File: src/logic/tsp_cfg.svh
`ifndef TSP_CFG_SVH
`define TSP_CFG_SVH

// bits in a city index, enough for up to 64 cities
`define CITY_NUM_LOG 6

// cities in the tour
`define CITY_NUM 48

// bits in one stored distance
`define DIST_WIDTH 16

// move queue depth and the credit count the source starts with
`define MOVE_DEPTH 4

`endif
File: src/logic/tsp_pkg.sv
`include "tsp_cfg.svh"

package tsp_pkg;

    // a city index or a position in the tour
    typedef logic [`CITY_NUM_LOG-1:0] city_t;

    typedef logic [2*`CITY_NUM_LOG-2:0] dist_addr_t;  // lower triangle a*(a-1)/2 + b

    typedef logic [`DIST_WIDTH-1:0] distance_t;

    // three guard bits hold a sum of two distances and the difference of two sums
    typedef logic signed [`DIST_WIDTH+2:0] delta_t;

    typedef enum logic [1:0] {
        KN,  // position k
        KM,  // position k-1
        LN,  // position l
        LP   // position l+1
    } edge_select_t;

    typedef enum logic [1:0] {
        DNOP,  // read a city but leave the sum alone
        ZERO,  // clear the sum
        PLS    // add the distance to the previous city
    } edge_op_t;

    typedef struct packed {
        city_t k;
        city_t l;
    } move_t;

endpackage

File: src/logic/delta_combine.sv
`timescale 1ns/1ns

module delta_combine (
    input  logic             clk,
    input  logic             reset,
    input  tsp_pkg::delta_t  rem_sum,
    input  tsp_pkg::delta_t  add_sum,
    input  logic             sum_valid,
    input  tsp_pkg::move_t   sum_move,
    output logic             result_valid,
    output tsp_pkg::delta_t  result_delta,
    output logic             result_accept,
    output tsp_pkg::city_t   result_k,
    output tsp_pkg::city_t   result_l,
    output logic             credit_return
);
    import tsp_pkg::*;

    delta_t diff;

    assign diff = add_sum - rem_sum;

    always_ff @(posedge clk) begin
        if (reset) begin
            result_valid  <= 1'b0;
            credit_return <= 1'b0;
        end else begin
            result_valid  <= sum_valid;
            credit_return <= sum_valid;  // each result frees one queue slot upstream
        end
    end

    always_ff @(posedge clk) begin
        if (sum_valid) begin
            result_delta  <= diff;
            result_accept <= diff[$bits(delta_t)-1];  // a shorter tour has a negative delta
            result_k      <= sum_move.k;
            result_l      <= sum_move.l;
        end
    end

endmodule

File: config.mk
export PLATFORM = sky130hd
export DESIGN_NAME = delta_combine
export DESIGN_NICKNAME = d
export VERILOG_FILES = /design/src/logic/tsp_pkg.sv /design/src/logic/delta_combine.sv
export VERILOG_INCLUDE_DIRS = /design/src /design/src/logic
export SDC_FILE = /design/constraint.sdc
export NUM_CORES = 1
export LEC_CHECK = 0
export BUFFER_PORTS_ARGS = -buffer_cell sky130_fd_sc_hd__buf_2
export CORE_UTILIZATION = 34
export CTS_BUF_LIST = sky130_fd_sc_hd__clkbuf_8
export DETAILED_ROUTE_END_ITERATION = 8
export PLACE_DENSITY = 0.65
export SETUP_SLACK_MARGIN = 0.02
export SLEW_MARGIN = 20
export SYNTH_ARGS = -nofsm -noshare
export SYNTH_HDL_FRONTEND = slang
export SYNTH_SLANG_ARGS = --single-unit
File: constraint.sdc
create_clock -name clk -period 3.8 [get_ports clk]
set_clock_uncertainty 0.2 [all_clocks]
set_input_delay 0.76 -clock clk [delete_from_list [all_inputs] [get_ports clk]]
set_output_delay 0.76 -clock clk [all_outputs]
set_load 0.02 [all_outputs]
==> impl_metrics.tcl <==
set metrics [dict create \
    status "finished, final reports clean" \
    cts_tree "yes" \
    diodes 0 \
    synth_edf_count 31 \
    gp_congestion 0.891 \
    drive_above_1_share 0.359 \
    cts_buffers 5 \
    routed_via_density 4.68 \
    power.total_mw 1.00 \
    syn_to_final_growth_pct 27.4 \
    ctsHoldBuffers 0 \
    dieArea_um2 6250 \
    synth.ff_latch_count 32 \
    synth_cell_types 38 \
    power_leakage_nw 1.21 \
    wl_per_cell_um 11.9 \
    wl_um 4120 \
    final_util 0.459 \
    worst_pin_slew_ns 0.664 \
    swShare 0.311 \
    die_height_um 79.0 \
    grt_pass1_vias 1513 \
    cts_setup_buffers 0 \
    p_clk_frac 0.232 \
    hold_viol_final 0 \
    cts-resized-gates 0 \
    synth-main-ff-cell "edfxtp_1" \
    final-max-slew-violation-count 0 \
    worstPathRequired_ns 3.62 \
    p_per_area_nw_per_um2 389 \
    fin_nets 344 \
    grt_overflow 0 \
    pin_count 87 \
    grt_use_total 0.139 \
    instances_no_fill 345 \
    avgSynthCellArea_um2 10.7 \
    final_cell_area_um2 2570 \
    io_buffers 86 \
    num_rows 27 \
    initial_core_util 0.360 \
    crit_path_start_kind "input port" \
    cpMostUsedCell "inv_1" \
    synth_nets 260 \
    arrival_ns 2.55 \
    dp_slack_ns 0.775 \
    slowest_delay_ns 0.39 \
    setup_tns_ns 0 \
    clkTransAtPathRegs_ns 0.06 \
    drt-initial-drc-count 49 \
    combPwrFrac 0.313 \
    syn_inst 188 \
    yosys.area.top_type "edfxtp_1" \
    antenna_left 0 \
    min_path_type "in2reg" \
    path_max_fanout 4 \
    die_x_um 79.0 \
    rsz0062_at_grt "false" \
    drc 0 \
    worst-setup-path-type "in2reg" \
    synth.yosys.seq_area_share 0.471 \
    htreeDepth 2 \
    cts_buffer_depth 2 \
    critPathBufInv 3 \
    core_area_um2 5610 \
    p_seq_frac 0.455 \
    clock_sinks 32 \
    max_cap_violations 0 \
    yosys_warnings 0 \
    fin_crit_sh 0.718 \
    whs_ns 0.441 \
    firstDrtPassIters 4 \
    grt_max_degree 33 \
    place_area_um2 2490 \
    worstPathCellList "buf_2, inv_1, ha_1, inv_1, fa_1, a21o_1, a221oi_4, o22a_1, o221ai_2, xnor2_1" \
    fin_ws_ns 1.07 \
    synthArstFlopShare 0 \
    fin_crit_ns 2.73 \
    slowest_stage "fa_1" \
    via_count 1613 \
    grt_antenna_before_repair 0 \
    dp.cells 337 \
    yosys-top-cells-area "edfxtp_1 46%, ha_1 11%, a21oi_1 5.0%, xor2_1 4.3%, inv_1 4.1%" \
    ir_drop_mv 0.184 \
    cts_root_buffer "clkbuf_8" \
    setup_viol 0 \
    netlist.area_leader.share 0.461 \
    netlist_area_um2 2020 \
    grt_pass1_wl_um 6710 \
    p_sw_mw 0.311 \
    crit_path_end_kind "flop" \
    intPower_mw 0.690 \
    max_freq_ghz 0.366 \
    path_delay_family "compound AO/OA/AOI/OAI gates" \
    hpwlAfterDp_um 3320 \
    slew_headroom 0.557 \
]
layout make-up:
type	instances	area (µm²)
fillers	546	3040
flip-flops and latches	32	951
multi-input cells	125	935
repair buffers	86	430
well taps	72	90.1
inverters	22	82.6
clock buffers	5	68.8
clock inverters	3	13.8
state kept, by name (all words and copies together) (netlist names):
name	cells
result_delta	19
result_k	6
result_l	6
credit_return	1
cell families after synthesis:
| family | after synthesis | synth area share |
|---|---|---|
| compound gates | 50 | 0.170 |
| fa+ha+maj | 19 | 0.122 |
| flops | 32 | 0.471 |
| simple gates | 37 | 0.0880 |
| buf+inv | 31 | 0.0657 |
| mux | 2 | 0.00992 |
| xor+xnor | 17 | 0.0738 |
routing by layer:
layer | track usage | up-vias | routed length (µm)
met5 | 0 | - | 0
met4 | 0.0727 | 0 | 88
met3 | 0.0322 | 6 | 277
met2 | 0.221 | 65 | 1840
met1 | 0.174 | 704 | 1910
li1 | - | 838 | -
cell usage after synthesis, types with 2 or more instances:
cell type / count
edfxtp_1: 31
xnor2_1: 7
nand3b_1: 2
xor2_1: 10
a31oi_1: 2
inv_1: 22
nor2_1: 6
clkbuf_1: 2
nand3_1: 4
buf_4: 3
a21o_1: 3
nand4_1: 2
mux2i_1: 2
nand2_1: 16
o21ai_0: 7
buf_2: 4
o21a_1: 3
o211ai_1: 5
ha_1: 18
a21oi_1: 20
nor3_1: 2
power groups by stage:
| stage | Clock, mW | Sequential [mW] | Combinational [mW] |
|---|---|---|---|
| 2_1_floorplan | 0 | 0.524 | 0.152 |
| 3_3_place_gp | 0 | 0.462 | 0.314 |
| 3_5_place_dp | 0 | 0.463 | 0.314 |
| 4_1_cts | 0.243 | 0.456 | 0.315 |
| 5_1_grt | 0.254 | 0.460 | 0.344 |
| 6_report | 0.232 | 0.455 | 0.314 |
path summary, 6_finish.rpt:
kind,from,endpoint,slack (ns),cells after the start
worst max-delay path,add_sum[0],result_delta[18],1.07,10
worst min-delay path,reset,credit_return,0.44,2
layout by cell type, fill, tap and decap left out, types with 5 or more instances in the layout:
cell type | netlist | routed
buf_2 | 4 | 86
edfxtp_1 | 31 | 31
inv_1 | 22 | 22
a21oi_1 | 20 | 20
ha_1 | 18 | 18
nand2_1 | 16 | 16
xor2_1 | 10 | 10
o21ai_0 | 7 | 7
xnor2_1 | 7 | 7
nor2_1 | 6 | 6
o211ai_1 | 5 | 5
clkbuf_8 | 0 | 5
(Power assumes the default switching activity.)
