===== src/logic/table_ram.sv =====
`timescale 1ns/1ns

module table_ram #(
    parameter type payload_t = logic [7:0],
    parameter int  ADDR_BITS = 6
) (
    input  logic                 clk,
    input  logic                 we,
    input  logic [ADDR_BITS-1:0] waddr,
    input  logic [ADDR_BITS-1:0] raddr,
    input  payload_t             wdata,
    output payload_t             rdata
);

    localparam int WORDS = 1 << ADDR_BITS;

    payload_t mem [WORDS];

    always_ff @(posedge clk) begin
        if (we) begin
            mem[waddr] <= wdata;
        end
    end

    always_ff @(posedge clk) begin
        rdata <= mem[raddr];  // read data lands one cycle after raddr
    end

endmodule


===== config.mk =====
export PLATFORM = sky130hd
export DESIGN_NAME = table_ram
export DESIGN_NICKNAME = d
export VERILOG_FILES = /design/src/logic/table_ram.sv
export SDC_FILE = /design/constraint.sdc
export NUM_CORES = 1
export LEC_CHECK = 0
export BUFFER_PORTS_ARGS = -buffer_cell sky130_fd_sc_hd__clkbuf_2
export CAP_MARGIN = 20
export CORE_MARGIN = 5
export CORE_UTILIZATION = 55
export DETAILED_ROUTE_END_ITERATION = 10
export PLACE_DENSITY = 0.74
export SYNTH_ARGS = -nofsm -noshare
export SYNTH_HDL_FRONTEND = slang
export SYNTH_SLANG_ARGS = --single-unit

===== constraint.sdc =====
create_clock -name clk -period 4.6 [get_ports clk]
set_clock_uncertainty 0.1 [all_clocks]
set_input_delay 0 -clock clk [delete_from_list [all_inputs] [get_ports clk]]
set_output_delay 0 -clock clk [all_outputs]
set_load 0.005 [all_outputs]

==> reports/results.tsv, run 1 <==
metric	value	unit
p_per_area	432.2	nW/um^2
yosys.area_share.xor_xnor	0	%
synth_fa_ha_area_share	0	%
grt_pass1_vias	9968	
slowest_stage	clkbuf_8	
crit_chain	clkbuf_8, buf_4, mux4_2, mux2_2, o221a_2, nor3_1, o32ai_1	
insertion_delay	0.56	ns
switching_share	20.26	%
num_rows	70	
syn_to_final_growth	11.40	%
synth_most_common_cell	edfxtp_1	
vias_per_cell	6.353	
power_frac_seq	54.2	%
pre_cts_ws	1.555	ns
gp_congestion	0.8039	
routed_wl	42490	microns
fin_nets	1022	
ant_nets	0	
synth-compound-area-share	2.072	%
final_hold_viol_count	0	
p_clk_share	40.9	%
regArea	15530	sq um
critPathKind	primary input to flop	
slowest_delay	0.69	ns
htreeDepth	2	
combPwrFrac	4.9	%
cts_tree	yes	
dpl.hpwl	24910	microns
pin_count	30	
period_needed	2.424	ns
crit_path_start_kind	primary input	
drt_iter0_drc	1005	
layout_setup_ws	2.176	ns
synth_edf_count	512	
synth_area_leaders	edfxtp_1 76%, mux4_2 14%, nor2_1 1.5%	
dr_total_vias	9593	
hold_path.class	primary input to flop	
synthCells	940	
yosysTopAreaCell	edfxtp_1	
nFillCells	2421	
dieArea	40600	sq um
syn-num-nets	962	
synthTopCellsByCount	512 x edfxtp_1, 126 x mux4_2, 83 x nor2_1	
wire_per_inst	28.14	microns
synthMuxAreaShare	15.94	%
netlist_area	20170	sq um
cts.root.buffer_cell	clkbuf_16	
die_w	201.5	microns
cp_top_family	buffers and inverters	
status	finished, final reports clean	
crit_path_end_kind	flop	
ctsResizeCount	0	
core_area	36430	sq um
peakVddDrop	0.2816	mV
path_buf_inv	2	
grt_max_degree	73	
power.switching	0.001967	W
synth_top_family_by_area	multiplexers	
grt_pass1_wl	64450	microns
rsz0062_at_grt	false	
setup_viol	0	
fin_crit_sh	52.69	%
synth_top_flop_cell	edfxtp_1	
yosysWarnings	0	
maxSlewHeadroom	30.25	%
worst_pin_slew	1.042	ns
critical_path_required	4.93	ns
drc_errors	0	
p_leak	7.002	nW
max-cap-violations	0	
power.internal	0.007743	W
antenna_found_initial	2	
synth-simple-area-share	3.388	%
initial_core_util	55.35	%
worst-path-max-fanout	72	
track_usage	21.21	%
multi_input_area	4317	sq um
drive_above_1_share	25.07	%
ys_ff_latch	520	
synth_top_area_share	76.24	%
cts.path.max_buffers	3	
total_power	0.009710	W
numCtsBuffers	50	
synth.avg_cell_area	21.45	sq um
path_clk_slew	0.06	ns
synth-async-reset-ratio	0	%
cts_sinks	520	
slew_viol_final	0	
grt-ovfl-total	0	
drt_first_pass_iters	5	
cp.arrival	2.76	ns
synth_cell_types	40	
max_freq	412.6	MHz
port_buffers	29	
seq_area_frac_synth	77.03	%
tns	0	ns
die_y	201.5	microns
routing by layer:
layer	wire length, microns	part of all wire (%)	track usage, %
met2	20380	48	33.33
met5	11	0.026	0
met3	3399	8.0	3.481
met4	1409	3.3	6.982
met1	17280	41	31.14
power groups by stage:
stage	clock [W]	combinational (W)	sequential (W)
final	0.00398	0.000474	0.00526
after global routing	0.00424	0.000505	0.00526
after CTS	0.00402	0.000478	0.00526
after detailed placement	0	0.000469	0.00536
after global placement	0	0.000459	0.00536
after floorplan	0	0.000279	0.00535
metrics by stage:
| stage | hold slack (ns) | cells | util, % | area [sq um] |
|---|---|---|---|---|
| 4_1_cts | 0.004958 | 1509 | 61.65 | 22460 |
| 5_1_grt | 0.02166 | 1510 | 61.66 | 22470 |
| 3_3_place_gp | 0.2775 | 1406 | 56.97 | 20760 |
| 6_report | 0.002992 | 1510 | 61.66 | 22470 |
| 2_1_floorplan | -0.001131 | 940 | - | 20170 |
| 3_5_place_dp | 0.2761 | 1407 | 57.03 | 20780 |
worst register-to-register path, cell delays in order, from the launching register on:
cell	delay [ns]
edfxtp_1	0.36
mux4_2	0.50
mux4_2	0.50
nor2_1	0.32
nor3_1	0.12
o2bb2ai_1	0.19
layout by cell type, fill, tap and decap left out, drive strengths merged, types with 2 or more instances in the layout:
cell           n
o32ai          2
clkinv        20
nor4           2
o221a          2
nand4          2
nand2b         7
clkinvlp       3
nor3           7
nand3b         3
nor2b         14
mux4         126
o2bb2ai        3
dfxtp          8
nand2         19
o221ai         8
nand3         13
dlygate4sd3    9
a22oi          3
o2111ai        3
bufinv         5
buf           23
o21ai          4
o41ai          2
mux2          13
a21oi          3
a211oi         4
o21a           2
edfxtp       512
o22ai          8
mux2i         23
a221oi         6
a2111oi        2
nor2          83
clkbuf        91
flip-flops by register name, summed over array words and instances, names as in the netlist:
signal	flops
rdata	8
mem	512
area by class of cell:
type	instances	area share (%)
multi-input cells	369	19.21
diodes	1	0.01114
repair buffers	59	1.921
flip-flops and latches	520	69.15
clock buffers	64	5.898
well taps	468	2.607
clock inverters	29	1.197
cells by family (layout without fill, tap and decap cells):
kind of cell | Yosys count | after routing
flip-flops | 520 | 520
other | 0 | 1
buffers and inverters | 51 | 152
multiplexers | 162 | 162
AND/OR/NAND/NOR | 153 | 153
AO/OA/AOI/OAI | 54 | 54
path summary, 6_finish.rpt:
kind                             start                   end  slack, ns  depth (start not counted)
setup / recovery              raddr[0]      rdata[6]$_DFF_P_       2.18                          7
hold / removal                wdata[2]  mem[20][2]$_DFFE_PP_      0.003                          2
setup reg to reg  mem[15][1]$_DFFE_PP_      rdata[1]$_DFF_P_       2.37                          5
hold reg to reg   mem[34][2]$_DFFE_PP_      rdata[2]$_DFF_P_       0.72                          4
what timing repair did:
item,in CTS,in global routing
hold buffers,9,0
buffers inserted,0,0
hold endpoints to repair,92,0
(Power assumes the default switching activity.)
==> run 2, diff against run 1 <==
==> constraint.sdc (replaced) <==
create_clock -name clk -period 2.3 [get_ports clk]
set_clock_uncertainty 0.1 [all_clocks]
set_input_delay 0 -clock clk [delete_from_list [all_inputs] [get_ports clk]]
set_output_delay 0 -clock clk [all_outputs]
set_load 0.005 [all_outputs]
==> run 2 against run 1 <==
Net effect: first-iteration DRC count is 2.0% higher; sequential share of layout area is 2.6 points lower; clock-buffer cell count is 2 lower; non-clock buffer count is 114 higher; register-to-register slack worse by 2.2 ns; routed wire length is 5.3% higher; worst setup slack worse by 2.0 ns; critical path depth is 2 lower; die area stayed put; total power is 100% higher.
==> reports/results.tsv, run 2 (synthesis results as in run 1) <==
metric	value	unit	change
status	finished, final reports clean		
largest_reg_flops	512		unchanged
p_leak	7.601	nW	+8.6%
maxSlewHeadroom	27.14	%	-3.1 points
slowest_delay	0.47	ns	-0.22 ns
initial_core_util	55.35	%	unchanged
insertion_delay	0.56	ns	about the same
postCtsSetupBuffers	0		unchanged
regToRegStartpoint	mem[21][4]$_DFFE_PP_		
dr_total_vias	10043		+4.7%
fin_nets	1136		+11%
track_usage	22.32	%	+1.1 points
drc_errors	0		unchanged
crit_path_end_kind	flop		
max_freq	461.3	MHz	
ff2ff_setup_slack	0.13	ns	-2.24 ns
htreeDepth	2		unchanged
peakVddDrop	0.6598	mV	+130%
hold_path.class	primary input to flop		
slowest_stage	mux4_2		
drt_first_pass_iters	5		unchanged
grt_pass1_wl	66870	microns	+3.8%
grt_pass1_vias	10327		+3.6%
ant_nets	0		unchanged
dpl.hpwl	28550	microns	+15%
setup_viol	0		unchanged
grt-ovfl-total	0		unchanged
cts_sinks	520		unchanged
cts_hold_buf	9		unchanged
ctsResizeCount	0		unchanged
cts.path.max_buffers	3		unchanged
top_regs	mem: 512 flops, rdata: 8 flops		
dieArea	40600	sq um	unchanged
layout_commonest_cell	edfxtp_1		
critPathKind	flop to flop		
path_clk_slew	0.06	ns	about the same
final_hold_viol_count	0		unchanged
die_w	201.5	microns	unchanged
crit_path_start_kind	flop		
die_y	201.5	microns	unchanged
cts_tree	yes		
drive_above_1_share	32.29	%	+7.2 points
slew_viol_final	0		unchanged
pin_count	30		unchanged
rr_endpoint	rdata[4]$_DFF_P_		
period_needed	2.168	ns	
drt_iter0_drc	1025		+2.0%
rsz0062_at_grt	false		
wire_per_inst	27.61	microns	-1.9%
diodes	0		-1
gp_congestion	0.8497		+5.7%
core_area	36430	sq um	unchanged
cp.arrival	2.49	ns	-0.27 ns
routed_wl	44730	microns	+5.3%
hold_depth	1		-1
fin_crit_sh	94.25	%	
worst_pin_slew	1.093	ns	+0.05058 ns
grt_max_degree	65		-11%
p_per_area	830.6	nW/um^2	+92%
max-cap-violations	0		unchanged
num_rows	70		unchanged
critical_path_required	2.62	ns	-2.31 ns
nFillCells	2390		-1.3%
numCtsBuffers	50		unchanged
worst-path-max-fanout	1		-99%
syn_to_final_growth	15.72	%	
total_power	0.01938	W	+100%
final_core_util	64.05	%	+2.4 points
hp-start	wdata[0]		
largest-register	mem		
most-common-layout-cells	512 x edfxtp_1, 130 x buf_4, 126 x mux4_2, 83 x nor2_1, 51 x clkbuf_16		
min_delay_worst_endpoint	mem[16][0]$_DFFE_PP_		
antenna_found_initial	1		-1
crit_chain	mux4_2, mux2_2, o221a_2, nor3_1, o32ai_1		
vias_per_cell	6.199		-2.4%
cts.root.buffer_cell	clkbuf_16		
hold_ws	0.07193	ns	+0.06894 ns
port_buffers	29		unchanged
reg2regPathDepth	5		unchanged
run 2: changes by cell type in the layout (fill, tap and decap cells not counted), moves of 2 or more:
cell / change
buf_4: +109
buf_12: +5
clkbuf_1: -2
clkinv_1: +2
run 2: area by class of cell:
cell class	instances	area, sq um	area share, %
clock buffers	62	1318	5.645
clock inverters	28	234.0	1.003
multi-input cells	369	4315	18.49
flip-flops and latches	520	15530	66.57
well taps	468	585.6	2.509
repair buffers	173	1350	5.785
run 2: critical path: cells and delay by family, from the launching register on:
kind / cells / cell delay (ns)
mux: 2 / 0.76
compound gates: 2 / 0.43
simple gates: 1 / 0.38
flops: 1 / 0.36
run 2: metal layers:
metal	up-vias	global-route usage, %	wire [microns]
met5	-	0	13
met4	2	7.788	1491
met3	86	4.400	3646
met2	468	36.58	22510
met1	5212	30.58	17060
li1	4275	-	-
run 2: metrics by stage:
| stage | cell area [sq um] | TNS, ns | setup WS [ns] | std cells |
|---|---|---|---|---|
| 3_5_place_dp | 21700 | -0.05729 | -0.05729 | 1521 |
| 2_1_floorplan | 20170 | 0 | 0.5078 | 940 |
| 4_1_cts | 23340 | 0 | 0.1159 | 1620 |
| 6_report | 23340 | 0 | 0.1322 | 1620 |
| 5_1_grt | 23340 | 0 | 0.1144 | 1620 |
| 3_3_place_gp | 21700 | 0 | 0.02423 | 1521 |
run 2: how the worst max path moves through the flow:
stage	end	startpoint
finish	rdata[4]$_DFF_P_	mem[21][4]$_DFFE_PP_
global route	rdata[4]$_DFF_P_	mem[21][4]$_DFFE_PP_
CTS	rdata[4]$_DFF_P_	mem[21][4]$_DFFE_PP_
detailed placement	rdata[4]$_DFF_P_	raddr[0]
global placement	rdata[4]$_DFF_P_	raddr[0]
floorplan	rdata[4]$_DFF_P_	mem[29][4]$_DFFE_PP_
run 2: where the power goes:
group          leakage (nW)  internal (W)  switching [W]  total [W]
logic                  2.17      0.000436       0.000608    0.00104
registers              4.67        0.0105      0.0000439     0.0105
clock network         0.757       0.00450        0.00331    0.00781
