## config.mk

```make
export PLATFORM = sky130hd
export DESIGN_NAME = edge_distance
export DESIGN_NICKNAME = d
export VERILOG_FILES = /design/src/logic/tsp_pkg.sv /design/src/logic/edge_distance.sv
export VERILOG_INCLUDE_DIRS = /design/src /design/src/logic
export SDC_FILE = /design/constraint.sdc
export NUM_CORES = 1
export LEC_CHECK = 0
export ABC_AREA = 1
export BUFFER_PORTS_ARGS = -buffer_cell sky130_fd_sc_hd__buf_2
export CORE_MARGIN = 3
export CORE_UTILIZATION = 50
export DETAILED_ROUTE_END_ITERATION = 6
export PLACE_DENSITY = 0.73
export SETUP_SLACK_MARGIN = 0.1
export SYNTH_ARGS = -nofsm -noshare
export SYNTH_HDL_FRONTEND = slang
export SYNTH_SLANG_ARGS = --single-unit
```

## constraint.sdc

```tcl
create_clock -name clk -period 9.8 [get_ports clk]
set_input_delay 0.49 -clock clk [delete_from_list [all_inputs] [get_ports clk]]
set_output_delay 0.49 -clock clk [all_outputs]
set_load 0.01 [all_outputs]
```

## src/logic/tsp_cfg.svh

```systemverilog
`ifndef TSP_CFG_SVH
`define TSP_CFG_SVH

// bits in a city index, enough for up to 64 cities
`define CITY_NUM_LOG 6

// cities in the tour
`define CITY_NUM 48

// bits in one stored distance
`define DIST_WIDTH 16

// move queue depth and the credit count the source starts with
`define MOVE_DEPTH 4

`endif
```

## src/logic/tsp_pkg.sv

```systemverilog
`include "tsp_cfg.svh"

package tsp_pkg;

    // a city index or a position in the tour
    typedef logic [`CITY_NUM_LOG-1:0] city_t;

    typedef logic [2*`CITY_NUM_LOG-2:0] dist_addr_t;  // lower triangle a*(a-1)/2 + b

    typedef logic [`DIST_WIDTH-1:0] distance_t;

    // three guard bits hold a sum of two distances and the difference of two sums
    typedef logic signed [`DIST_WIDTH+2:0] delta_t;

    typedef enum logic [1:0] {
        KN,  // position k
        KM,  // position k-1
        LN,  // position l
        LP   // position l+1
    } edge_select_t;

    typedef enum logic [1:0] {
        DNOP,  // read a city but leave the sum alone
        ZERO,  // clear the sum
        PLS    // add the distance to the previous city
    } edge_op_t;

    typedef struct packed {
        city_t k;
        city_t l;
    } move_t;

endpackage

```

## src/logic/edge_distance.sv

```systemverilog
`timescale 1ns/1ns

module edge_distance (
    input  logic                  clk,
    input  logic                  reset,
    input  tsp_pkg::edge_select_t select,
    input  tsp_pkg::edge_op_t     op,
    input  logic                  last,
    input  tsp_pkg::move_t        move,
    output tsp_pkg::city_t        ordering_addr,
    input  tsp_pkg::city_t        ordering_data,
    output tsp_pkg::dist_addr_t   distance_addr,
    input  tsp_pkg::distance_t    distance_data,
    output tsp_pkg::delta_t       sum,
    output logic                  sum_valid,
    output tsp_pkg::move_t        sum_move
);
    import tsp_pkg::*;

    localparam int CW         = $bits(city_t);
    localparam int OP_STAGES  = 8;  // op meets the latched distance after eight edges
    localparam int TAG_STAGES = 9;  // one more edge for the accumulate

    edge_op_t        op_d   [OP_STAGES];
    logic            last_d [TAG_STAGES];
    move_t           move_d [TAG_STAGES];
    city_t           cur_city;
    city_t           prev_city;
    city_t           city_hi;
    city_t           city_lo;
    city_t           lo_d;
    logic [2*CW-1:0] hi_product;
    distance_t       dist_l;
    delta_t          acc;

    always_ff @(posedge clk) begin
        if (reset) begin
            for (int i = 0; i < OP_STAGES; i++) begin
                op_d[i] <= DNOP;
            end
            for (int i = 0; i < TAG_STAGES; i++) begin
                last_d[i] <= 1'b0;
            end
            sum_valid <= 1'b0;
        end else begin
            op_d[0]   <= op;
            last_d[0] <= last;
            for (int i = 1; i < OP_STAGES; i++) begin
                op_d[i] <= op_d[i-1];
            end
            for (int i = 1; i < TAG_STAGES; i++) begin
                last_d[i] <= last_d[i-1];
            end
            sum_valid <= last_d[TAG_STAGES-1];
        end
    end

    always_ff @(posedge clk) begin
        move_d[0] <= move;
        for (int i = 1; i < TAG_STAGES; i++) begin
            move_d[i] <= move_d[i-1];
        end
    end

    always_ff @(posedge clk) begin
        case (select)
            KN:      ordering_addr <= move.k;
            KM:      ordering_addr <= move.k - 1'b1;
            LN:      ordering_addr <= move.l;
            LP:      ordering_addr <= move.l + 1'b1;
            default: ordering_addr <= move.k;
        endcase
    end

    // the city from the previous command is the other end of the edge
    always_ff @(posedge clk) begin
        cur_city  <= ordering_data;
        prev_city <= cur_city;
        if (cur_city > prev_city) begin
            city_hi <= cur_city;
            city_lo <= prev_city;
        end else begin
            city_hi <= prev_city;
            city_lo <= cur_city;
        end
        hi_product    <= {{CW{1'b0}}, city_hi} * ({{CW{1'b0}}, city_hi} - 1'b1);
        lo_d          <= city_lo;
        distance_addr <= dist_addr_t'(hi_product >> 1) + dist_addr_t'(lo_d);
        dist_l        <= distance_data;
    end

    always_ff @(posedge clk) begin
        case (op_d[OP_STAGES-1])
            ZERO:    acc <= '0;
            PLS:     acc <= acc + delta_t'(dist_l);
            default: acc <= acc;
        endcase
    end

    always_ff @(posedge clk) begin
        if (last_d[TAG_STAGES-1]) begin
            sum      <= acc;  // acc already holds the last edge here
            sum_move <= move_d[TAG_STAGES-1];
        end
    end

endmodule

```

==> impl_results.md, run 1 <==
- Congestion Overflow GR: 0
- Unrepaired setup endpoints after global routing: no
- Internal Pwr Total: 2.07 mW
- F_max: 207 MHz
- Synth Net Count: 1,030
- Mapped Cells: 898
- GPL Wtd Cong: 0.884
- Clk_lat worst skew: 500 ps
- Crit path required time: 10,200 ps
- Initial cell density of the core: 0.517
- Synth area leaders: dfxtp_1, edfxtp_1, ha_1, nand2_1, inv_1
- Logic gate share of total power: 0.261
- Worst Tran Pin Value: 841 ps
- Crit Path Category: reg2reg
- DRT Wirelength: 15,100 microns
- Clock skew: 6.40 ps
- Synth Flop Type: dfxtp_1
- Worst IR drop on VDD: 0.152 mV
- Worst Setup End Kind: flip-flop
- Clock power frac: 0.322
- Sw Ratio: 0.294
- Per-cell routed wire length: 12.0 microns
- Shortest period the worst path allows: 4840 ps
- Post-synthesis sequential area ratio: 0.600
- Die width: 143 microns
- Status: complete, no violations
- Synthesized flop and latch total: 258
- Final setup vio count: 0
- Post-DP Area: 10,100 sq um
- IO buf count: 89
- Inst Count DP: 1,209
- Postcts setup bufs: 0
- Vias in the first global route: 5,842
- Chip Height: 143 microns
- Total global-route track usage: 0.152
- Final hold violation count: 0
- Psw: 0.859 mW
- Post-CTS sizing: 0
- Slew Limit Fails: 0
- Clock-pin slew on the worst setup and hold paths: 60 ps
- Syn. warnings: 0
- # hold bufs at CTS: 0
- Largest net degree at the start of global routing: 27
- Power density over the cells: 267 nW/um^2
- CP Data Arrival Time: 5240 ps
- Initial antenna violation count: 0
- Layout cells sized above 1: 0.153
- Final Util: 0.601
- Ant diodes: 0
- CTS buffer count: 25
- Remaining antenna violation count: 0
- Final Non-Filler Cells: 1,255
- Layout Cell Area excl Fill: 11,000 sq um
- Asr flop ratio synth: 0
- Yosys cell types: 35
- Average size of a mapped cell: 10.5 sq um
- Via count: 5,845
- Crit path max fanout: 9
- Relative slew slack: 0.438
- Layout net count: 1,139
- FILL cells: 1,584
- Clock buffer depth: 3
- Core ar.: 18,300 sq um
- Clock Sinks: 258
- Element type at the critical path start: flip-flop
- Via density: 4.66
- Post-synth top area share: 0.441
- 1st-iter DRT viols: 238
- I/O pin count: 90
- Synth area leader: dfxtp_1
- Row count: 49
- Die area: 20,600 sq um
- First-pass GRT wire length: 26,000 microns
- Setup TNS: 0 ps
- Post-synth EDFFs: 50
- Lkg Pwr: 5.16 nW
- Worst min-delay path class: in2reg
- Area grow syn2layout: 16.2%
- Post-DP HPWL: 11,200 microns
- Register share of total power: 0.417
- Htree depth: 1
- Part of the cycle the worst path needs: 0.494
- MaxCap Viol Count: 0
- Clock root buffer: clkbuf_16
- CTS tree: done
- Summed instance area of the synthesized netlist: 9440 sq um
- DR pass1 iterations: 4
- Drc violations: 0
[stage by stage]
step / hold slack (ps) / power, mW / worst slack [ps]
finish: 81.4 / 2.93 / 4960
global route: 49.3 / 3.15 / 4700
CTS: 47.8 / 2.97 / 4990
detailed placement: 312 / 2.01 / 5010
global placement: 310 / 1.99 / 5120
floorplan: 310 / 1.83 / 5380
[layer usage]
layer	share of wire	global-route usage	vias up
met1	0.45	0.191	2643
met4	0.031	0.0491	0
met2	0.47	0.268	117
li1	-	-	3048
met5	0	0	-
met3	0.042	0.0276	37
[flip-flops by register name (all words and copies together) (netlist names), 9 cells and up]
| signal | count |
|---|---|
| sum_move | 12 |
| move_d | 108 |
| sum | 19 |
| distance_addr | 11 |
| dist_l | 16 |
| hi_product | 11 |
| op_d | 16 |
| acc | 19 |
| last_d | 9 |
[critical path: stages, from the launching register on]
cell	delay (ps)
dfxtp_1	420
clkinv_1	290
nand4_1	200
ha_1	280
or2_2	320
fa_1	490
fa_1	520
fa_1	540
inv_1	50
fa_1	480
ha_1	370
a21oi_1	200
o21ai_0	180
a31oi_1	220
inv_1	60
nand2_1	60
nand2_1	40
[power by group through the flow]
stage,Sequential (mW),Combinational [mW],Clock (mW)
3_3_place_gp,1.24,0.750,0
6_report,1.22,0.763,0.943
3_5_place_dp,1.24,0.768,0
5_1_grt,1.23,0.903,1.02
4_1_cts,1.22,0.776,0.975
2_1_floorplan,1.25,0.588,0
[logic make-up after synthesis]
group / count (synthesis) / share of synthesized area
mux: 1 / 0.00106
buf+inv: 147 / 0.0603
xor+xnor: 23 / 0.0213
compound gates: 77 / 0.0446
flops: 258 / 0.600
fa+ha+maj: 91 / 0.138
simple gates: 301 / 0.135
[area by class of cell]
class	count	area (sq um)	area share
inverter	139	522	0.0475
sequential	258	5670	0.516
timing repair buffer	90	453	0.0413
multi-input combinational	493	3210	0.292
clock buffer	33	708	0.0645
tap	229	287	0.0261
clock inverter	13	133	0.0121
[path summary, 6_finish.rpt]
check | start | to | slack [ps] | depth (start not counted)
max | city_hi[0]$_DFF_P_ | hi_product[11]$_DFF_P_ | 4960 | 16
min | distance_data[13] | dist_l[13]$_DFF_P_ | 80 | 1
max reg2reg | city_hi[0]$_DFF_P_ | hi_product[11]$_DFF_P_ | 4960 | 16
min reg2reg | move_d[7][2]$_DFF_P_ | move_d[8][2]$_DFF_P_ | 320 | 0
[synth_stat cells (7+ instances only)]
cell type and number:
edfxtp_1 50, fa_1 22, nand3_1 20, inv_1 135
a21oi_1 42, ha_1 69, o21ai_0 17, o21ai_1 7
nand2_1 144, nor2_1 105, xnor2_1 10, dfxtp_1 208
xor2_1 13
[cell usage in the layout, fill, tap and decap left out, types with 2 or more instances in the layout]
cell type    n
dfxtp_1    208
nand2_1    144
inv_1      135
nor2_1     105
buf_2       89
ha_1        69
edfxtp_1    50
a21oi_1     42
clkbuf_16   27
fa_1        22
nand3_1     20
o21ai_0     17
xor2_1      13
xnor2_1     10
o21ai_1      7
nand2_2      6
nand4_1      5
or2_2        5
clkbuf_1     5
nand3_2      4
a21oi_2      4
clkinv_1     4
o211ai_1     4
clkinv_2     4
inv_2        3
nor2_2       3
nor3_1       3
nor2_4       2
bufinv_16    2
No activity file was read; power rests on OpenSTA's default activity.
==> run 2, diff against run 1 <==
Settings changed: PLACE_DENSITY 0.73 to 0.76.
Clock period 9.8 ns to 4.4 ns, I/O delays scaled along.
==> run 2 against run 1 <==
Highest routed layer unchanged. Largest cell class unchanged. Combinational power rose to 3.0 times the previous value. Core utilization up 3.9 points. Clock skew up 2.9 ps. Largest power group unchanged. Total power up 150%. Clock-buffer cell count up 3. Worst setup slack worse by 4700 ps. Critical path depth unchanged. Cell area up 6.6%.
==> impl_results.md, run 2 (synthesis gave the netlist of run 1 again) <==
- Clock Sinks: 258 (unchanged)
- Slew Limit Fails: 0 (unchanged)
- Worst Hold Path EP: ordering_addr[0]$_DFF_P_
- DR pass1 iterations: 5 (+1)
- Most used cell, CP: fa_1
- Final hold violation count: 0 (unchanged)
- F_max: 241 MHz (+16%)
- Row count: 49 (unchanged)
- Clock buffer depth: 3 (unchanged)
- Vias in the first global route: 6,148 (+5.2%)
- Final setup vio count: 0 (unchanged)
- Die width: 143 microns (unchanged)
- CTS buffer count: 26 (+4.0%)
- Lkg Pwr: 5.43 nW (+5.3%)
- CP Data Arrival Time: 4560 ps (-680 ps)
- Die area: 20,600 sq um (unchanged)
- Worst Tran Pin Value: 764 ps (-77.8 ps)
- Core ar.: 18,300 sq um (unchanged)
- Worst setup margin: 245 ps (-4720 ps)
- Part of the cycle the worst path needs: 0.944 (+0.451)
- Layout net count: 1,191 (+4.6%)
- Initial antenna violation count: 0 (unchanged)
- Clk_lat worst skew: 510 ps (about the same)
- Most frequent cells in the layout: dfxtp_1, nand2_1, inv_1
- R2r setup slk: 240 ps (-4720 ps)
- Hold path start: select[0]
- Crit Path Category: reg2reg
- Worst IR drop on VDD: 0.418 mV (+170%)
- Ant diodes: 0 (unchanged)
- Total global-route track usage: 0.163 (+0.0103)
- Clock-pin slew on the worst setup and hold paths: 60 ps (about the same)
- Layout Cell Area excl Fill: 11,700 sq um (+6.6%)
- Via density: 4.64 (-0.36%)
- Post-DP Area: 10,200 sq um (+1.1%)
- Remaining antenna violation count: 0 (unchanged)
- I/O pin count: 90 (unchanged)
- Element type at the critical path start: flip-flop
- Reg2Reg Depth: 16 (unchanged)
- Levels on crit path: 16 (unchanged)
- Critical Path Max Stage Delay: 540 ps (about the same)
- Power density over the cells: 623 nW/um^2 (+130%)
- IO buf count: 89 (unchanged)
- Top flop regs: move_d x108, acc x19, sum x19
- Layout cells sized above 1: 0.186 (+0.0333)
- Clock skew: 9.28 ps (+2.88 ps)
- First-pass GRT wire length: 27,400 microns (+5.4%)
- Crit Reg-Reg Startpoint: city_hi[1]$_DFF_P_
- Most flops, register: move_d
- Relative slew slack: 0.490 (+0.0519)
- Shortest period the worst path allows: 4160 ps (-682 ps)
- Per-cell routed wire length: 12.7 microns (+5.8%)
- Largest net degree at the start of global routing: 27 (unchanged)
- 1st-iter DRT viols: 246 (+3.4%)
- Clock root buffer: clkbuf_16
- Worst min-delay path class: in2reg
- CTS tree: done
- Htree depth: 1 (unchanged)
- Chip Height: 143 microns (unchanged)
- Largest register FFs: 108 (unchanged)
- Post-DP HPWL: 11,500 microns (+2.8%)
- Critical R2R Capture: hi_product[11]$_DFF_P_
- Slowest-stage cell, CP: fa_2
- Postcts setup bufs: 0 (unchanged)
- Crit path max fanout: 5 (-4)
- Initial cell density of the core: 0.517 (unchanged)
- Place WS: -8.11 ps (-5020 ps)
- Crit path required time: 4800 ps (-5400 ps)
- Worst Hold Depth: 2 (+1)
- GPL Wtd Cong: 0.919 (+3.9%)
- Worst Path Buf+Inv: 2 (-1)
- Unrepaired setup endpoints after global routing: no
- Cells along the critical path: nor2_4 -> nand4_1 -> ha_1 -> or2_4 -> fa_2 -> fa_1 -> fa_1 -> inv_1 -> fa_1 -> ha_4 -> a21oi_4 -> o21ai_2 -> a31oi_2 -> inv_1 -> nand2_1 -> nand2_1
- Drc violations: 0 (unchanged)
- Area grow syn2layout: 23.9%
- Congestion Overflow GR: 0 (unchanged)
- Kind of cell adding the most delay to the critical path: adder cells
- Setup TNS: 0 ps (unchanged)
- Worst Setup End Kind: flip-flop
- Commonest non-fill, non-tap cell in the layout: dfxtp_1
- Via count: 6,070 (+3.8%)
- MaxCap Viol Count: 0 (unchanged)
- Status: complete, no violations
- DRT Wirelength: 16,700 microns (+10%)
run 2: changes by cell type in the layout (fill, tap and decap cells not counted), moves of 6 or more:
cell           previous run  this run
dlygate4sd3_1             0        38
ha_4                      0         6
ha_1                     69        63
buf_4                     1        13
run 2: final cells by class:
cell class,instances,area (sq um)
Clock buffer,36,761
Clock inverter,12,171
Tap cell,229,287
Multi-Input combinational cell,493,3340
Inverter,139,524
Timing Repair Buffer,141,935
Fill cell,1427,6570
Sequential cell,258,5680
run 2: what timing repair did:
| item | in CTS | in global routing |
|---|---|---|
| pin swaps | 4 | 14 |
| gates resized for setup | 6 | 31 |
| endpoints found under the setup margin | 4 | 5 |
| hold buffers | 38 | 0 |
| endpoints found under the hold margin | 40 | 0 |
run 2: worst max-delay path by stage:
stage	startpoint	endpoint	slack (ps)
after floorplan	city_hi[1]$_DFF_P_	hi_product[11]$_DFF_P_	130
after global placement	city_hi[1]$_DFF_P_	hi_product[11]$_DFF_P_	50
after detailed placement	city_hi[1]$_DFF_P_	hi_product[11]$_DFF_P_	-8
after CTS	city_hi[2]$_DFF_P_	hi_product[11]$_DFF_P_	90
after global routing	city_hi[1]$_DFF_P_	hi_product[11]$_DFF_P_	90
final	city_hi[1]$_DFF_P_	hi_product[11]$_DFF_P_	240
run 2: power breakdown:
group	internal [mW]	switching, mW	leakage (nW)	total, mW
sequential	2.64	0.0789	2.20	2.72
clock	1.45	0.865	0.450	2.31
combinational	1.03	1.24	2.79	2.27
run 2: metrics by stage:
stage | util | power [mW] | std cells | hold slack (ps)
2_1_floorplan | - | 4.14 | 898 | 248
3_3_place_gp | 0.561 | 4.57 | 1222 | 310
3_5_place_dp | 0.561 | 4.65 | 1222 | 312
4_1_cts | 0.634 | 7.08 | 1308 | 29.3
5_1_grt | 0.640 | 7.76 | 1308 | 64.3
6_report | 0.640 | 7.29 | 1308 | 61.6
run 2: worst register-to-register path, stage by stage (launching register included):
cell	delay (ps)
dfxtp_4	360
nor2_4	80
nand4_1	120
ha_1	350
or2_4	260
fa_2	540
fa_1	450
fa_1	540
inv_1	40
fa_1	510
ha_4	240
a21oi_4	170
o21ai_2	90
a31oi_2	150
inv_1	60
nand2_1	60
nand2_1	40
run 2: routing by layer:
layer / vias to the layer above / share of wire / track usage
met5: - / 0 / 0
met4: 0 / 0.029 / 0.0575
met3: 42 / 0.040 / 0.0290
met2: 152 / 0.50 / 0.296
met1: 2722 / 0.43 / 0.193
li1: 3154 / - / -
