`src/logic/tsp_cfg.svh`:
```
`ifndef TSP_CFG_SVH
`define TSP_CFG_SVH

// bits in a city index, enough for up to 64 cities
`define CITY_NUM_LOG 6

// cities in the tour
`define CITY_NUM 48

// bits in one stored distance
`define DIST_WIDTH 16

// move queue depth and the credit count the source starts with
`define MOVE_DEPTH 4

`endif
```
`src/logic/tsp_pkg.sv`:
```
`include "tsp_cfg.svh"

package tsp_pkg;

    // a city index or a position in the tour
    typedef logic [`CITY_NUM_LOG-1:0] city_t;

    typedef logic [2*`CITY_NUM_LOG-2:0] dist_addr_t;  // lower triangle a*(a-1)/2 + b

    typedef logic [`DIST_WIDTH-1:0] distance_t;

    // three guard bits hold a sum of two distances and the difference of two sums
    typedef logic signed [`DIST_WIDTH+2:0] delta_t;

    typedef enum logic [1:0] {
        KN,  // position k
        KM,  // position k-1
        LN,  // position l
        LP   // position l+1
    } edge_select_t;

    typedef enum logic [1:0] {
        DNOP,  // read a city but leave the sum alone
        ZERO,  // clear the sum
        PLS    // add the distance to the previous city
    } edge_op_t;

    typedef struct packed {
        city_t k;
        city_t l;
    } move_t;

endpackage

```
`src/logic/move_issue.sv`:
```
`timescale 1ns/1ns
`include "tsp_cfg.svh"

module move_issue (
    input  logic                  clk,
    input  logic                  reset,
    input  logic                  move_valid,
    input  tsp_pkg::city_t        move_k,
    input  tsp_pkg::city_t        move_l,
    output tsp_pkg::edge_select_t rem_select,
    output tsp_pkg::edge_select_t add_select,
    output tsp_pkg::edge_op_t     rem_op,
    output tsp_pkg::edge_op_t     add_op,
    output logic                  cmd_last,
    output tsp_pkg::move_t        cmd_move
);
    import tsp_pkg::*;

    localparam int PTR_BITS = $clog2(`MOVE_DEPTH);
    localparam int CNT_BITS = $clog2(`MOVE_DEPTH + 1);

    move_t               queue [`MOVE_DEPTH];
    logic [PTR_BITS-1:0] wr_ptr;
    logic [PTR_BITS-1:0] rd_ptr;
    logic [CNT_BITS-1:0] count;
    logic [1:0]          phase;
    logic                busy;
    logic                full;
    logic                push;
    logic                pop;
    edge_select_t        rem_sel_n;
    edge_select_t        add_sel_n;
    edge_op_t            rem_op_n;
    edge_op_t            add_op_n;

    function automatic logic [PTR_BITS-1:0] ptr_inc(input logic [PTR_BITS-1:0] ptr);
        if (ptr == PTR_BITS'(`MOVE_DEPTH - 1)) begin
            return '0;
        end
        return ptr + 1'b1;
    endfunction

    assign busy = (count != '0);
    assign full = (count == CNT_BITS'(`MOVE_DEPTH));
    assign push = move_valid && !full;  // a move outside the credit window is lost
    assign pop  = busy && (phase == 2'd3);

    // removed edges (k-1,k) and (l,l+1), added edges (k-1,l) and (k,l+1)
    always_comb begin
        case (phase)
            2'd0:    {rem_sel_n, rem_op_n, add_sel_n, add_op_n} = {KM, ZERO, KM, ZERO};
            2'd1:    {rem_sel_n, rem_op_n, add_sel_n, add_op_n} = {KN, PLS, LN, PLS};
            2'd2:    {rem_sel_n, rem_op_n, add_sel_n, add_op_n} = {LN, DNOP, KN, DNOP};
            default: {rem_sel_n, rem_op_n, add_sel_n, add_op_n} = {LP, PLS, LP, PLS};
        endcase
    end

    always_ff @(posedge clk) begin
        if (push) begin
            queue[wr_ptr] <= '{k: move_k, l: move_l};
        end
    end

    always_ff @(posedge clk) begin
        if (reset) begin
            wr_ptr   <= '0;
            rd_ptr   <= '0;
            count    <= '0;
            phase    <= 2'd0;
            rem_op   <= DNOP;
            add_op   <= DNOP;
            cmd_last <= 1'b0;
        end else begin
            if (push) begin
                wr_ptr <= ptr_inc(wr_ptr);
            end
            if (pop) begin
                rd_ptr <= ptr_inc(rd_ptr);
            end
            if (push && !pop) begin
                count <= count + 1'b1;
            end else if (pop && !push) begin
                count <= count - 1'b1;
            end
            if (busy) begin
                phase <= phase + 2'd1;  // wraps back to step 0 with the pop
            end
            rem_op   <= busy ? rem_op_n : DNOP;
            add_op   <= busy ? add_op_n : DNOP;
            cmd_last <= pop;
        end
    end

    always_ff @(posedge clk) begin
        rem_select <= rem_sel_n;
        add_select <= add_sel_n;
        cmd_move   <= queue[rd_ptr];  // the head move stays put for all four steps
    end

endmodule

```
`config.mk`:
```
export PLATFORM = sky130hd
export DESIGN_NAME = move_issue
export DESIGN_NICKNAME = d
export VERILOG_FILES = /design/src/logic/tsp_pkg.sv /design/src/logic/move_issue.sv
export VERILOG_INCLUDE_DIRS = /design/src /design/src/logic
export SDC_FILE = /design/constraint.sdc
export NUM_CORES = 1
export LEC_CHECK = 0
export ABC_CLOCK_PERIOD_IN_PS = 3000
export BUFFER_PORTS_ARGS = -buffer_cell sky130_fd_sc_hd__buf_2
export CORE_MARGIN = 2
export CORE_UTILIZATION = 56
export CTS_BUF_LIST = sky130_fd_sc_hd__clkbuf_4 sky130_fd_sc_hd__clkbuf_8 sky130_fd_sc_hd__clkbuf_16
export CTS_CLUSTER_SIZE = 24
export DETAILED_ROUTE_END_ITERATION = 12
export HOLD_SLACK_MARGIN = 0.08
export PLACE_DENSITY_LB_ADDON = 0.1
export SYNTH_ARGS = -nofsm -noshare
export SYNTH_HDL_FRONTEND = slang
export SYNTH_SLANG_ARGS = --single-unit
```
`constraint.sdc`:
```
create_clock -name clk -period 3 [get_ports clk]
set_clock_uncertainty 0.1 [all_clocks]
set_input_delay 0.3 -clock clk [delete_from_list [all_inputs] [get_ports clk]]
set_output_delay 0.3 -clock clk [all_outputs]
set_load 0.03 [all_outputs]
```
==> impl_metrics.py, run 1 <==
metrics = {
    "placement": {
        "dp_cells": 245,
        "gp_congestion": 0.764,
        "dp_slack_ns": 0.655,
        "dpl.hpwl_um": 2600,
        "port_buffers": 35,
    },
    "global_routing": {
        "grt_first_pass_wirelength_um": 6200,
        "track_usage": 0.163,
        "overflow": 0,
        "grt_pass1_vias": 1337,
        "antenna_found_initial": 0,
        "grt_start_max_net_pins": 15,
    },
    "yosys": {
        "synth_top_flop_cell": "edfxtp_1",
        "ys_seq_elements": 75,
        "synth_warnings": 0,
        "synth.area.top_cells": "edfxtp_1 53%, dfxtp_1 20%, mux4_2 9.9%",
        "syn-num-nets": 176,
        "async_flop_share": 0,
        "synth.distinct_cells": 27,
        "synth_edf_count": 48,
        "post-synth-top-area-cell": "edfxtp_1",
        "yosysSeqAreaShare": 0.727,
        "syn_inst": 149,
        "syn_area_um2": 2730,
        "synth.avg_cell_area_um2": 18.3,
        "synth_common_cells": "48 x edfxtp_1, 27 x dfxtp_1, 12 x mux4_2",
        "yosys.area.top_type_share": 0.529,
        "yosysMostFrequentCell": "edfxtp_1",
    },
    "sta": {
        "final-setup-viol-count": 0,
        "fin_crit_ns": 2.36,
        "timing.final.ws_setup_ns": 0.639,
        "finalCritPeriodShare": 0.787,
        "max_freq_ghz": 0.423,
        "slew_headroom": 0.548,
        "tightest_slew_ns": 0.677,
        "rsz0062_at_grt": "false",
        "setup_tns_ns": 0,
        "maxSlewViolCount": 0,
        "hold_viol": 0,
    },
    "die": {
        "fp.coreArea_um2": 4720,
        "die_y_um": 73.8,
        "num_rows": 25,
        "io-pin-count": 36,
        "start_util": 0.577,
        "design.die.area_um2": 5440,
        "die_w_um": 73.8,
    },
    "clock_network": {
        "cts_buffers": 9,
        "cts_sinks": 75,
        "root_buffer": "clkbuf_8",
        "cts_resized": 0,
        "cts_hold_buf": 5,
        "htreeDepth": 3,
        "cts_tree": "built",
        "clk_latency_ns": 0.33,
        "clk_pin_slew_worst_paths_ns": 0.07,
        "cts_setup_buffers": 0,
        "clockBufferDepth": 2,
    },
    "power": {
        "power.density_nw_per_um2": 827,
        "power.total_mw": 2.63,
        "p_leak_nw": 1.21,
        "ir_drop_mv": 0.535,
    },
    "route": {
        "first_pass_iters": 4,
        "wirelength_um": 3970,
        "routedWlPerCell_um": 15.0,
        "viasPerCell": 5.03,
        "first_iter_violations": 58,
        "drc": 0,
        "via_count": 1332,
        "antenna_left": 0,
    },
    "worst_setup_path": {
        "start_kind": "flop",
        "worstPathRequired_ns": 3.16,
        "cp_max_fo": 7,
        "critPathCaptureType": "flop",
        "cp.arrival_ns": 2.52,
        "critPathKind": "reg2reg",
    },
    "job": {
        "max_cap_viol_count": 0,
    },
    "finish": {
        "layoutNonFillerInstCount": 265,
        "final_layout_size_suffix_gt1_frac": 0.333,
        "antenna_cells": 0,
        "syn2layout_area_growth_pct": 16.5,
        "nNetsFinal": 221,
    },
    "worst_hold_path": {
        "worstHoldPathType": "in2reg",
    },
    "outcome": {
        "status": "finished, final reports clean",
    },
}
-- cell type report --
cell class / instances / area (µm²)
Sequential cell: 75 / 1980
Multi-Input combinational cell: 61 / 674
Clock inverter: 4 / 42.5
Fill cell: 325 / 1550
Inverter: 6 / 22.5
Clock buffer: 11 / 139
Timing Repair Buffer: 41 / 233
Tap cell: 67 / 83.8
-- cells by family (layout without fill, tap and decap cells) --
family                   count (synthesis)  after routing  share of synthesized area
adder cells (fa/ha/maj)                 12             12                     0.0578
XOR/XNOR                                 3              3                    0.00964
multiplexers                            17             17                      0.118
AND/OR/NAND/NOR                         24             24                     0.0477
AO/OA/AOI/OAI                            5              5                     0.0142
buffers and inverters                   13             62                     0.0257
flip-flops                              75             75                      0.727
-- metrics by stage --
step	hold slack, ns	cell area [µm²]	utilization
after global routing	0.0803	3180	0.673
after global placement	0.373	2950	0.624
final	0.0901	3180	0.673
after CTS	0.0807	3180	0.673
after floorplan	0.299	2730	-
after detailed placement	0.392	2950	0.624
-- sequential cells by signal, summed over array words and instances (netlist names) --
signal	flops
wr_ptr	2
rd_ptr	2
cmd_move	12
add_op	2
add_select	2
rem_select	1
count	3
phase	2
cmd_last	1
queue	48
-- worst paths after layout --
| path | endpoint | startpoint | depth (start not counted) | slack, ns |
|---|---|---|---|---|
| worst max-delay path | count[2] | count[0] | 8 | 0.64 |
| worst min-delay path | queue[2][0] | move_l[0] | 1 | 0.09 |
| worst max register to register | count[2] | count[0] | 8 | 0.64 |
| worst min register to register | rd_ptr[0] | rd_ptr[0] | 2 | 0.40 |
-- layer usage --
| layer | GRT usage | vias up | share of wire |
|---|---|---|---|
| li1 | - | 636 | - |
| met1 | 0.196 | 656 | 0.42 |
| met2 | 0.260 | 30 | 0.52 |
| met3 | 0.0453 | 10 | 0.038 |
| met4 | 0.103 | 0 | 0.020 |
| met5 | 0 | - | 0 |
-- critical path, stage by stage, from the launching register on --
cell,delay (ns)
dfxtp_1,0.48
nor2_1,0.10
a21boi_2,0.29
ha_1,0.25
inv_1,0.07
fa_1,0.37
xor2_1,0.16
or3_1,0.33
a21oi_1,0.15
-- cells in the final DEF (no fill, tap or decap) --
cell type / count
mux2i_1: 4
a21boi_2: 1
or3_1: 2
and2_1: 6
or2_2: 2
edfxtp_1: 48
nor3_2: 1
a21oi_1: 2
clkinv_1: 2
bufinv_16: 1
mux4_2: 12
xnor2_1: 1
nand2_1: 1
nor3_1: 1
dlygate4sd3_1: 5
nand2b_1: 2
mux2_1: 1
clkbuf_8: 9
fa_1: 1
o31ai_2: 1
xor2_1: 2
o21ai_0: 1
clkinv_2: 1
buf_4: 1
buf_2: 35
clkbuf_4: 2
nor4_1: 1
nor2_1: 8
dfxtp_1: 27
inv_1: 6
ha_1: 11
-- where the power goes --
group / total [mW] / internal [mW] / switching [mW]
Sequential: 1.35 / 1.27 / 0.0785
Combinational: 0.564 / 0.208 / 0.357
Clock: 0.714 / 0.392 / 0.322
Note: power is estimated with default switching activity, not from simulation.
==> run 2, diff against run 1 <==
--- a/config.mk
+++ b/config.mk
@@ -6,7 +6,7 @@
 export SDC_FILE = /design/constraint.sdc
 export NUM_CORES = 1
 export LEC_CHECK = 0
-export ABC_CLOCK_PERIOD_IN_PS = 3000
+export ABC_CLOCK_PERIOD_IN_PS = 2350
 export BUFFER_PORTS_ARGS = -buffer_cell sky130_fd_sc_hd__buf_2
 export CORE_MARGIN = 2
 export CORE_UTILIZATION = 56
==> constraint.sdc (replaced) <==
create_clock -name clk -period 2.35 [get_ports clk]
set_clock_uncertainty 0.1 [all_clocks]
set_input_delay 0.235 -clock clk [delete_from_list [all_inputs] [get_ports clk]]
set_output_delay 0.235 -clock clk [all_outputs]
set_load 0.03 [all_outputs]
==> run 2 against run 1 <==
Effect of this change: die area unchanged; design area increased by 4.7%; via count increased by 4.8%; setup slack got worse by 0.51 ns; hold slack improved by 0.027 ns; clock power increased by 46%; wire length increased by 7.3%; largest cell class unchanged.
==> impl_metrics.py, run 2 (same netlist as run 1, synthesis figures left out) <==
metrics = {
    "die": {
        "num_rows": 25,
        "design.die.area_um2": 5440,
        "die_y_um": 73.8,
        "fp.coreArea_um2": 4720,
        "start_util": 0.577,
        "die_w_um": 73.8,
        "io-pin-count": 36,
    },
    "power": {
        "p_leak_nw": 1.28,
        "p_switching_mw": 1.02,
        "pwr-share-comb": 0.216,
        "intPower_mw": 2.51,
        "p_seq_frac": 0.489,
        "netSwitchingFraction": 0.289,
        "pwr-share-clk": 0.295,
        "power.density_nw_per_um2": 1060,
        "ir_drop_mv": 0.664,
    },
    "finish": {
        "post-route-cell-area_um2": 3330,
        "layoutNonFillerInstCount": 279,
        "largest-register": "queue",
        "final_common_cell": "edfxtp_1",
        "top_regs": "queue: 48 flops, cmd_move: 12 flops, count: 3 flops",
        "largest_reg_flops": 48,
        "nNetsFinal": 234,
        "antenna_cells": 0,
        "layout_common_cells": "48 x edfxtp_1, 35 x buf_2, 27 x dfxtp_1, 12 x mux4_2, 12 x dlygate4sd3_1",
        "final_layout_size_suffix_gt1_frac": 0.349,
        "syn2layout_area_growth_pct": 22.0,
    },
    "global_routing": {
        "antenna_found_initial": 0,
        "grt_first_pass_wirelength_um": 6660,
        "track_usage": 0.177,
        "grt_pass1_vias": 1464,
        "overflow": 0,
        "grt_start_max_net_pins": 14,
    },
    "worst_hold_path": {
        "holdPathStages": 2,
        "worstHoldPathType": "in2reg",
        "min-delay-start": "reset",
    },
    "clock_network": {
        "cts_buffers": 9,
        "root_buffer": "clkbuf_8",
        "clockBufferDepth": 2,
        "cts_sinks": 75,
        "clk_pin_slew_worst_paths_ns": 0.07,
        "htreeDepth": 3,
        "cts_setup_buffers": 0,
        "clk_latency_ns": 0.34,
        "cts_resized": 0,
        "cts_hold_buf": 12,
        "cts_tree": "built",
    },
    "worst_setup_path": {
        "r2r-start": "count[2]",
        "critical-path-top-delay-family": "adder cells",
        "worstPathRequired_ns": 2.52,
        "worstPathCellList": "o31ai_2 -> ha_1 -> inv_1 -> fa_1 -> xor2_1 -> or3_1 -> a21oi_1",
        "crit_slowest_cell": "o31ai_2",
        "worstSetupStartpoint": "count[2]",
        "start_kind": "flop",
        "path_depth": 7,
        "path_buf_inv": 1,
        "cpPeakStageDelay_ns": 0.39,
        "critPathCaptureType": "flop",
        "cp.arrival_ns": 2.39,
        "critPathKind": "reg2reg",
        "r2r_cells": 7,
        "cp_max_fo": 5,
    },
    "sta": {
        "tightest_slew_ns": 0.343,
        "fin_crit_ns": 2.22,
        "setup_tns_ns": 0,
        "slew_headroom": 0.770,
        "maxSlewViolCount": 0,
        "rsz0062_at_grt": "false",
        "hold_viol": 0,
        "finalCritPeriodShare": 0.945,
        "max_freq_ghz": 0.451,
        "final-setup-viol-count": 0,
    },
    "route": {
        "first_pass_iters": 4,
        "drc": 0,
        "wl_met3_um": 179,
        "routedWlPerCell_um": 15.3,
        "detail_route.wirelength.met1_um": 1810,
        "first_iter_violations": 35,
        "antenna_left": 0,
        "routed.top_layer": "met4",
        "viasPerCell": 5.00,
        "wirelength_um": 4260,
        "met2RoutedLength_um": 2190,
        "via_count": 1396,
    },
    "placement": {
        "dpl-instance-area_um2": 2990,
        "dpl.hpwl_um": 2820,
        "port_buffers": 35,
        "dp_cells": 251,
        "gp_congestion": 0.701,
    },
    "outcome": {
        "status": "finished, final reports clean",
    },
    "job": {
        "max_cap_viol_count": 0,
    },
}
-- run 2: through the flow --
stage                      util  power [mW]  worst slack, ns  hold slack (ns)
after floorplan               -        2.29            0.228            0.234
after global placement    0.633        2.45            0.218            0.344
after detailed placement  0.633        2.51            0.142            0.354
after CTS                 0.704        3.57            0.117            0.105
after global routing      0.704        3.70           0.0341            0.126
final                     0.704        3.52            0.130            0.117
-- run 2: worst paths after layout --
kind / to / slack [ns]
min reg2reg: rd_ptr[0] / 0.40
max reg2reg: count[2] / 0.13
max: count[2] / 0.13
min: phase[1] / 0.12
-- run 2: area by class of cell --
class,count,area [µm²]
fill,308,1400
tap,67,83.8
sequential,75,1980
inverter,6,22.5
multi-input combinational,61,674
clock buffer,9,124
timing repair buffer,54,348
clock inverter,7,92.6
-- run 2: metal layers --
metal | global-route usage | up-vias
li1 | - | 668
met1 | 0.191 | 689
met2 | 0.311 | 31
met3 | 0.0604 | 8
met4 | 0.0848 | 0
met5 | 0 | -
-- run 2: power groups by stage --
stage | Combinational [mW] | Sequential [mW] | Clock (mW)
2_1_floorplan | 0.398 | 1.89 | 0
3_3_place_gp | 0.722 | 1.73 | 0
3_5_place_dp | 0.756 | 1.75 | 0
4_1_cts | 0.774 | 1.72 | 1.07
5_1_grt | 0.826 | 1.75 | 1.12
6_report | 0.761 | 1.72 | 1.04
==> run 3, diff against run 2 <==
--- a/config.mk
+++ b/config.mk
@@ -6,6 +6,7 @@
 export SDC_FILE = /design/constraint.sdc
 export NUM_CORES = 1
 export LEC_CHECK = 0
+export ABC_AREA = 1
 export ABC_CLOCK_PERIOD_IN_PS = 2350
 export BUFFER_PORTS_ARGS = -buffer_cell sky130_fd_sc_hd__buf_2
 export CORE_MARGIN = 2
==> run 3 against run 2 <==
Effect of this change: sequential share of layout area is 1.7 points lower; synthesized cell count rose by 53%; die area up 3.4%; design area grew 2.9%; largest cell class unchanged.
==> impl_metrics.py, run 3 <==
metrics = {
    "outcome": {
        "status": "finished, final reports clean",
    },
    "finish": {
        "largest_reg_flops": 48,
        "syn2layout_area_growth_pct": 21.2,
        "top_regs": "queue: 48 flops, cmd_move: 12 flops, count: 3 flops",
        "final_layout_size_suffix_gt1_frac": 0.248,
        "largest-register": "queue",
        "final_common_cell": "edfxtp_1",
        "nNetsFinal": 312,
        "antenna_cells": 0,
        "layout_common_cells": "48 x edfxtp_1, 44 x nor2_1, 35 x buf_2, 27 x dfxtp_1, 18 x inv_1",
        "layoutNonFillerInstCount": 357,
    },
    "yosys": {
        "synth_top_flop_cell": "edfxtp_1",
        "yosysSeqAreaShare": 0.702,
        "muxShareOfSynthArea": 0,
        "async_flop_share": 0,
        "yosys.area.top_type_share": 0.510,
        "synth.distinct_cells": 24,
        "synth_warnings": 0,
        "synth_edf_count": 48,
        "yosys.area_share.simple": 0.105,
        "post-synth-top-area-cell": "edfxtp_1",
        "synth.area.top_cells": "edfxtp_1 51%, dfxtp_1 19%, nor2_1 5.8%",
        "synth-xor-area-share": 0.00310,
        "yosysMostFrequentCell": "edfxtp_1",
        "syn-num-nets": 255,
        "synth.avg_cell_area_um2": 12.4,
        "synth_fa_ha_area_frac": 0.0558,
        "syn_area_um2": 2820,
        "synth_common_cells": "48 x edfxtp_1, 44 x nor2_1, 27 x dfxtp_1",
        "synth_compound_area_frac": 0.0829,
        "syn_inst": 228,
        "synth_top_family_by_area": "simple AND/OR/NAND/NOR gates",
        "ys_seq_elements": 75,
    },
    "sta": {
        "final-setup-viol-count": 0,
        "tightest_slew_ns": 0.475,
        "max_freq_ghz": 0.517,
        "hold_viol": 0,
        "fin_crit_ns": 1.93,
        "finalCritPeriodShare": 0.823,
        "rsz0062_at_grt": "false",
        "timing.final.ws_setup_ns": 0.417,
        "setup_tns_ns": 0,
        "slew_headroom": 0.683,
        "maxSlewViolCount": 0,
    },
    "worst_setup_path": {
        "cp_max_fo": 7,
        "critPathKind": "reg2reg",
        "crit_slowest_cell": "fa_1",
        "start_kind": "flop",
        "cp.arrival_ns": 2.11,
        "path_buf_inv": 2,
        "cpPeakStageDelay_ns": 0.38,
        "crit_path_frequent_cell": "nand2_1",
        "worstPathRequired_ns": 2.52,
        "critical-path-top-delay-family": "simple AND/OR/NAND/NOR gates",
        "critPathCaptureType": "flop",
        "worstPathCellList": "nor2_2 -> nand2_2 -> nand2_1 -> ha_1 -> inv_1 -> fa_1 -> nand2_1 -> nand3_1 -> nand2_1 -> inv_1 -> nor2_1",
    },
    "placement": {
        "dpl.hpwl_um": 2750,
        "dp_cells": 327,
        "dp_slack_ns": 0.413,
        "gp_congestion": 0.729,
        "port_buffers": 35,
    },
    "route": {
        "drc": 0,
        "first_iter_violations": 59,
        "antenna_left": 0,
        "viasPerCell": 4.82,
        "wirelength_um": 4550,
        "via_count": 1722,
        "routedWlPerCell_um": 12.7,
        "first_pass_iters": 4,
    },
    "global_routing": {
        "grt_first_pass_wirelength_um": 7230,
        "grt_start_max_net_pins": 26,
        "track_usage": 0.187,
        "overflow": 0,
        "antenna_found_initial": 0,
        "grt_pass1_vias": 1591,
    },
    "clock_network": {
        "cts_sinks": 75,
        "clk_pin_slew_worst_paths_ns": 0.07,
        "htreeDepth": 3,
        "root_buffer": "clkbuf_8",
        "clk_latency_ns": 0.34,
        "cts_buffers": 9,
        "cts_tree": "built",
        "cts_resized": 0,
        "clockBufferDepth": 2,
    },
    "die": {
        "num_rows": 25,
        "start_util": 0.590,
        "die_y_um": 75.0,
        "die_w_um": 75.0,
        "io-pin-count": 36,
        "fp.coreArea_um2": 4790,
        "design.die.area_um2": 5630,
    },
    "power": {
        "pwr-share-clk": 0.281,
        "power.density_nw_per_um2": 1110,
        "p_switching_mw": 1.23,
        "ir_drop_mv": 0.638,
        "p_leak_nw": 1.39,
        "pwr-share-comb": 0.260,
        "netSwitchingFraction": 0.322,
        "intPower_mw": 2.58,
        "p_seq_frac": 0.459,
    },
    "worst_hold_path": {
        "worstHoldPathType": "reg2reg",
    },
    "job": {
        "max_cap_viol_count": 0,
    },
}
run 3: final cells by class:
type | count | area (µm²)
Clock inverter | 6 | 90.1
Timing Repair Buffer | 55 | 360
Inverter | 21 | 78.8
Sequential cell | 75 | 1980
Tap cell | 67 | 83.8
Multi-Input combinational cell | 123 | 696
Clock buffer | 10 | 131
Fill cell | 351 | 1360
run 3: power groups by stage:
stage          registers, mW  logic, mW  clock network [mW]
6_report                1.75      0.991                1.07
4_1_cts                 1.75       1.01                1.09
2_1_floorplan           2.00      0.520                   0
3_3_place_gp            1.77      0.976                   0
5_1_grt                 1.77       1.10                1.15
3_5_place_dp            1.78      0.978                   0
run 3: worst paths after layout:
path                             startpoint           to  slack [ns]  depth (start not counted)
worst max-delay path               count[0]     count[2]        0.42                         11
worst min-delay path            queue[0][0]  cmd_move[0]        0.40                          2
worst max register to register     count[0]     count[2]        0.42                         11
worst min register to register  queue[0][0]  cmd_move[0]        0.40                          2
run 3: tightest hold or removal path, stage by stage, from the launching register on:
cell      delay, ns
edfxtp_1       0.32
nor2_1         0.04
o22ai_2        0.09
run 3: repair_timing:
action | in CTS | in global routing
endpoints found under the hold margin | 51 | 0
hold buffers | 14 | 0
setup buffers | 0 | 0
run 3: metal layers:
layer / vias up / share of wire / wire, µm / GRT usage
li1: 891 / - / - / -
met1: 797 / 0.44 / 1980 / 0.224
met2: 27 / 0.51 / 2330 / 0.300
met3: 7 / 0.037 / 167 / 0.0602
met4: 0 / 0.015 / 69 / 0.101
met5: - / 0 / 0 / 0
run 3: logic make-up (layout without fill, tap and decap cells):
group,after synthesis,in the layout
buf+inv,30,92
flops,75,75
simple gates,70,70
fa+ha+maj,12,12
compound gates,40,40
xor+xnor,1,1
run 3: stage by stage:
stage | utilization | total power, mW | hold slack (ns) | instance area [µm²]
after floorplan | - | 2.52 | 0.207 | 2820
after global placement | 0.639 | 2.75 | 0.338 | 3060
after detailed placement | 0.639 | 2.76 | 0.331 | 3060
after CTS | 0.715 | 3.85 | 0.398 | 3420
after global routing | 0.715 | 4.02 | 0.425 | 3420
final | 0.715 | 3.81 | 0.396 | 3420
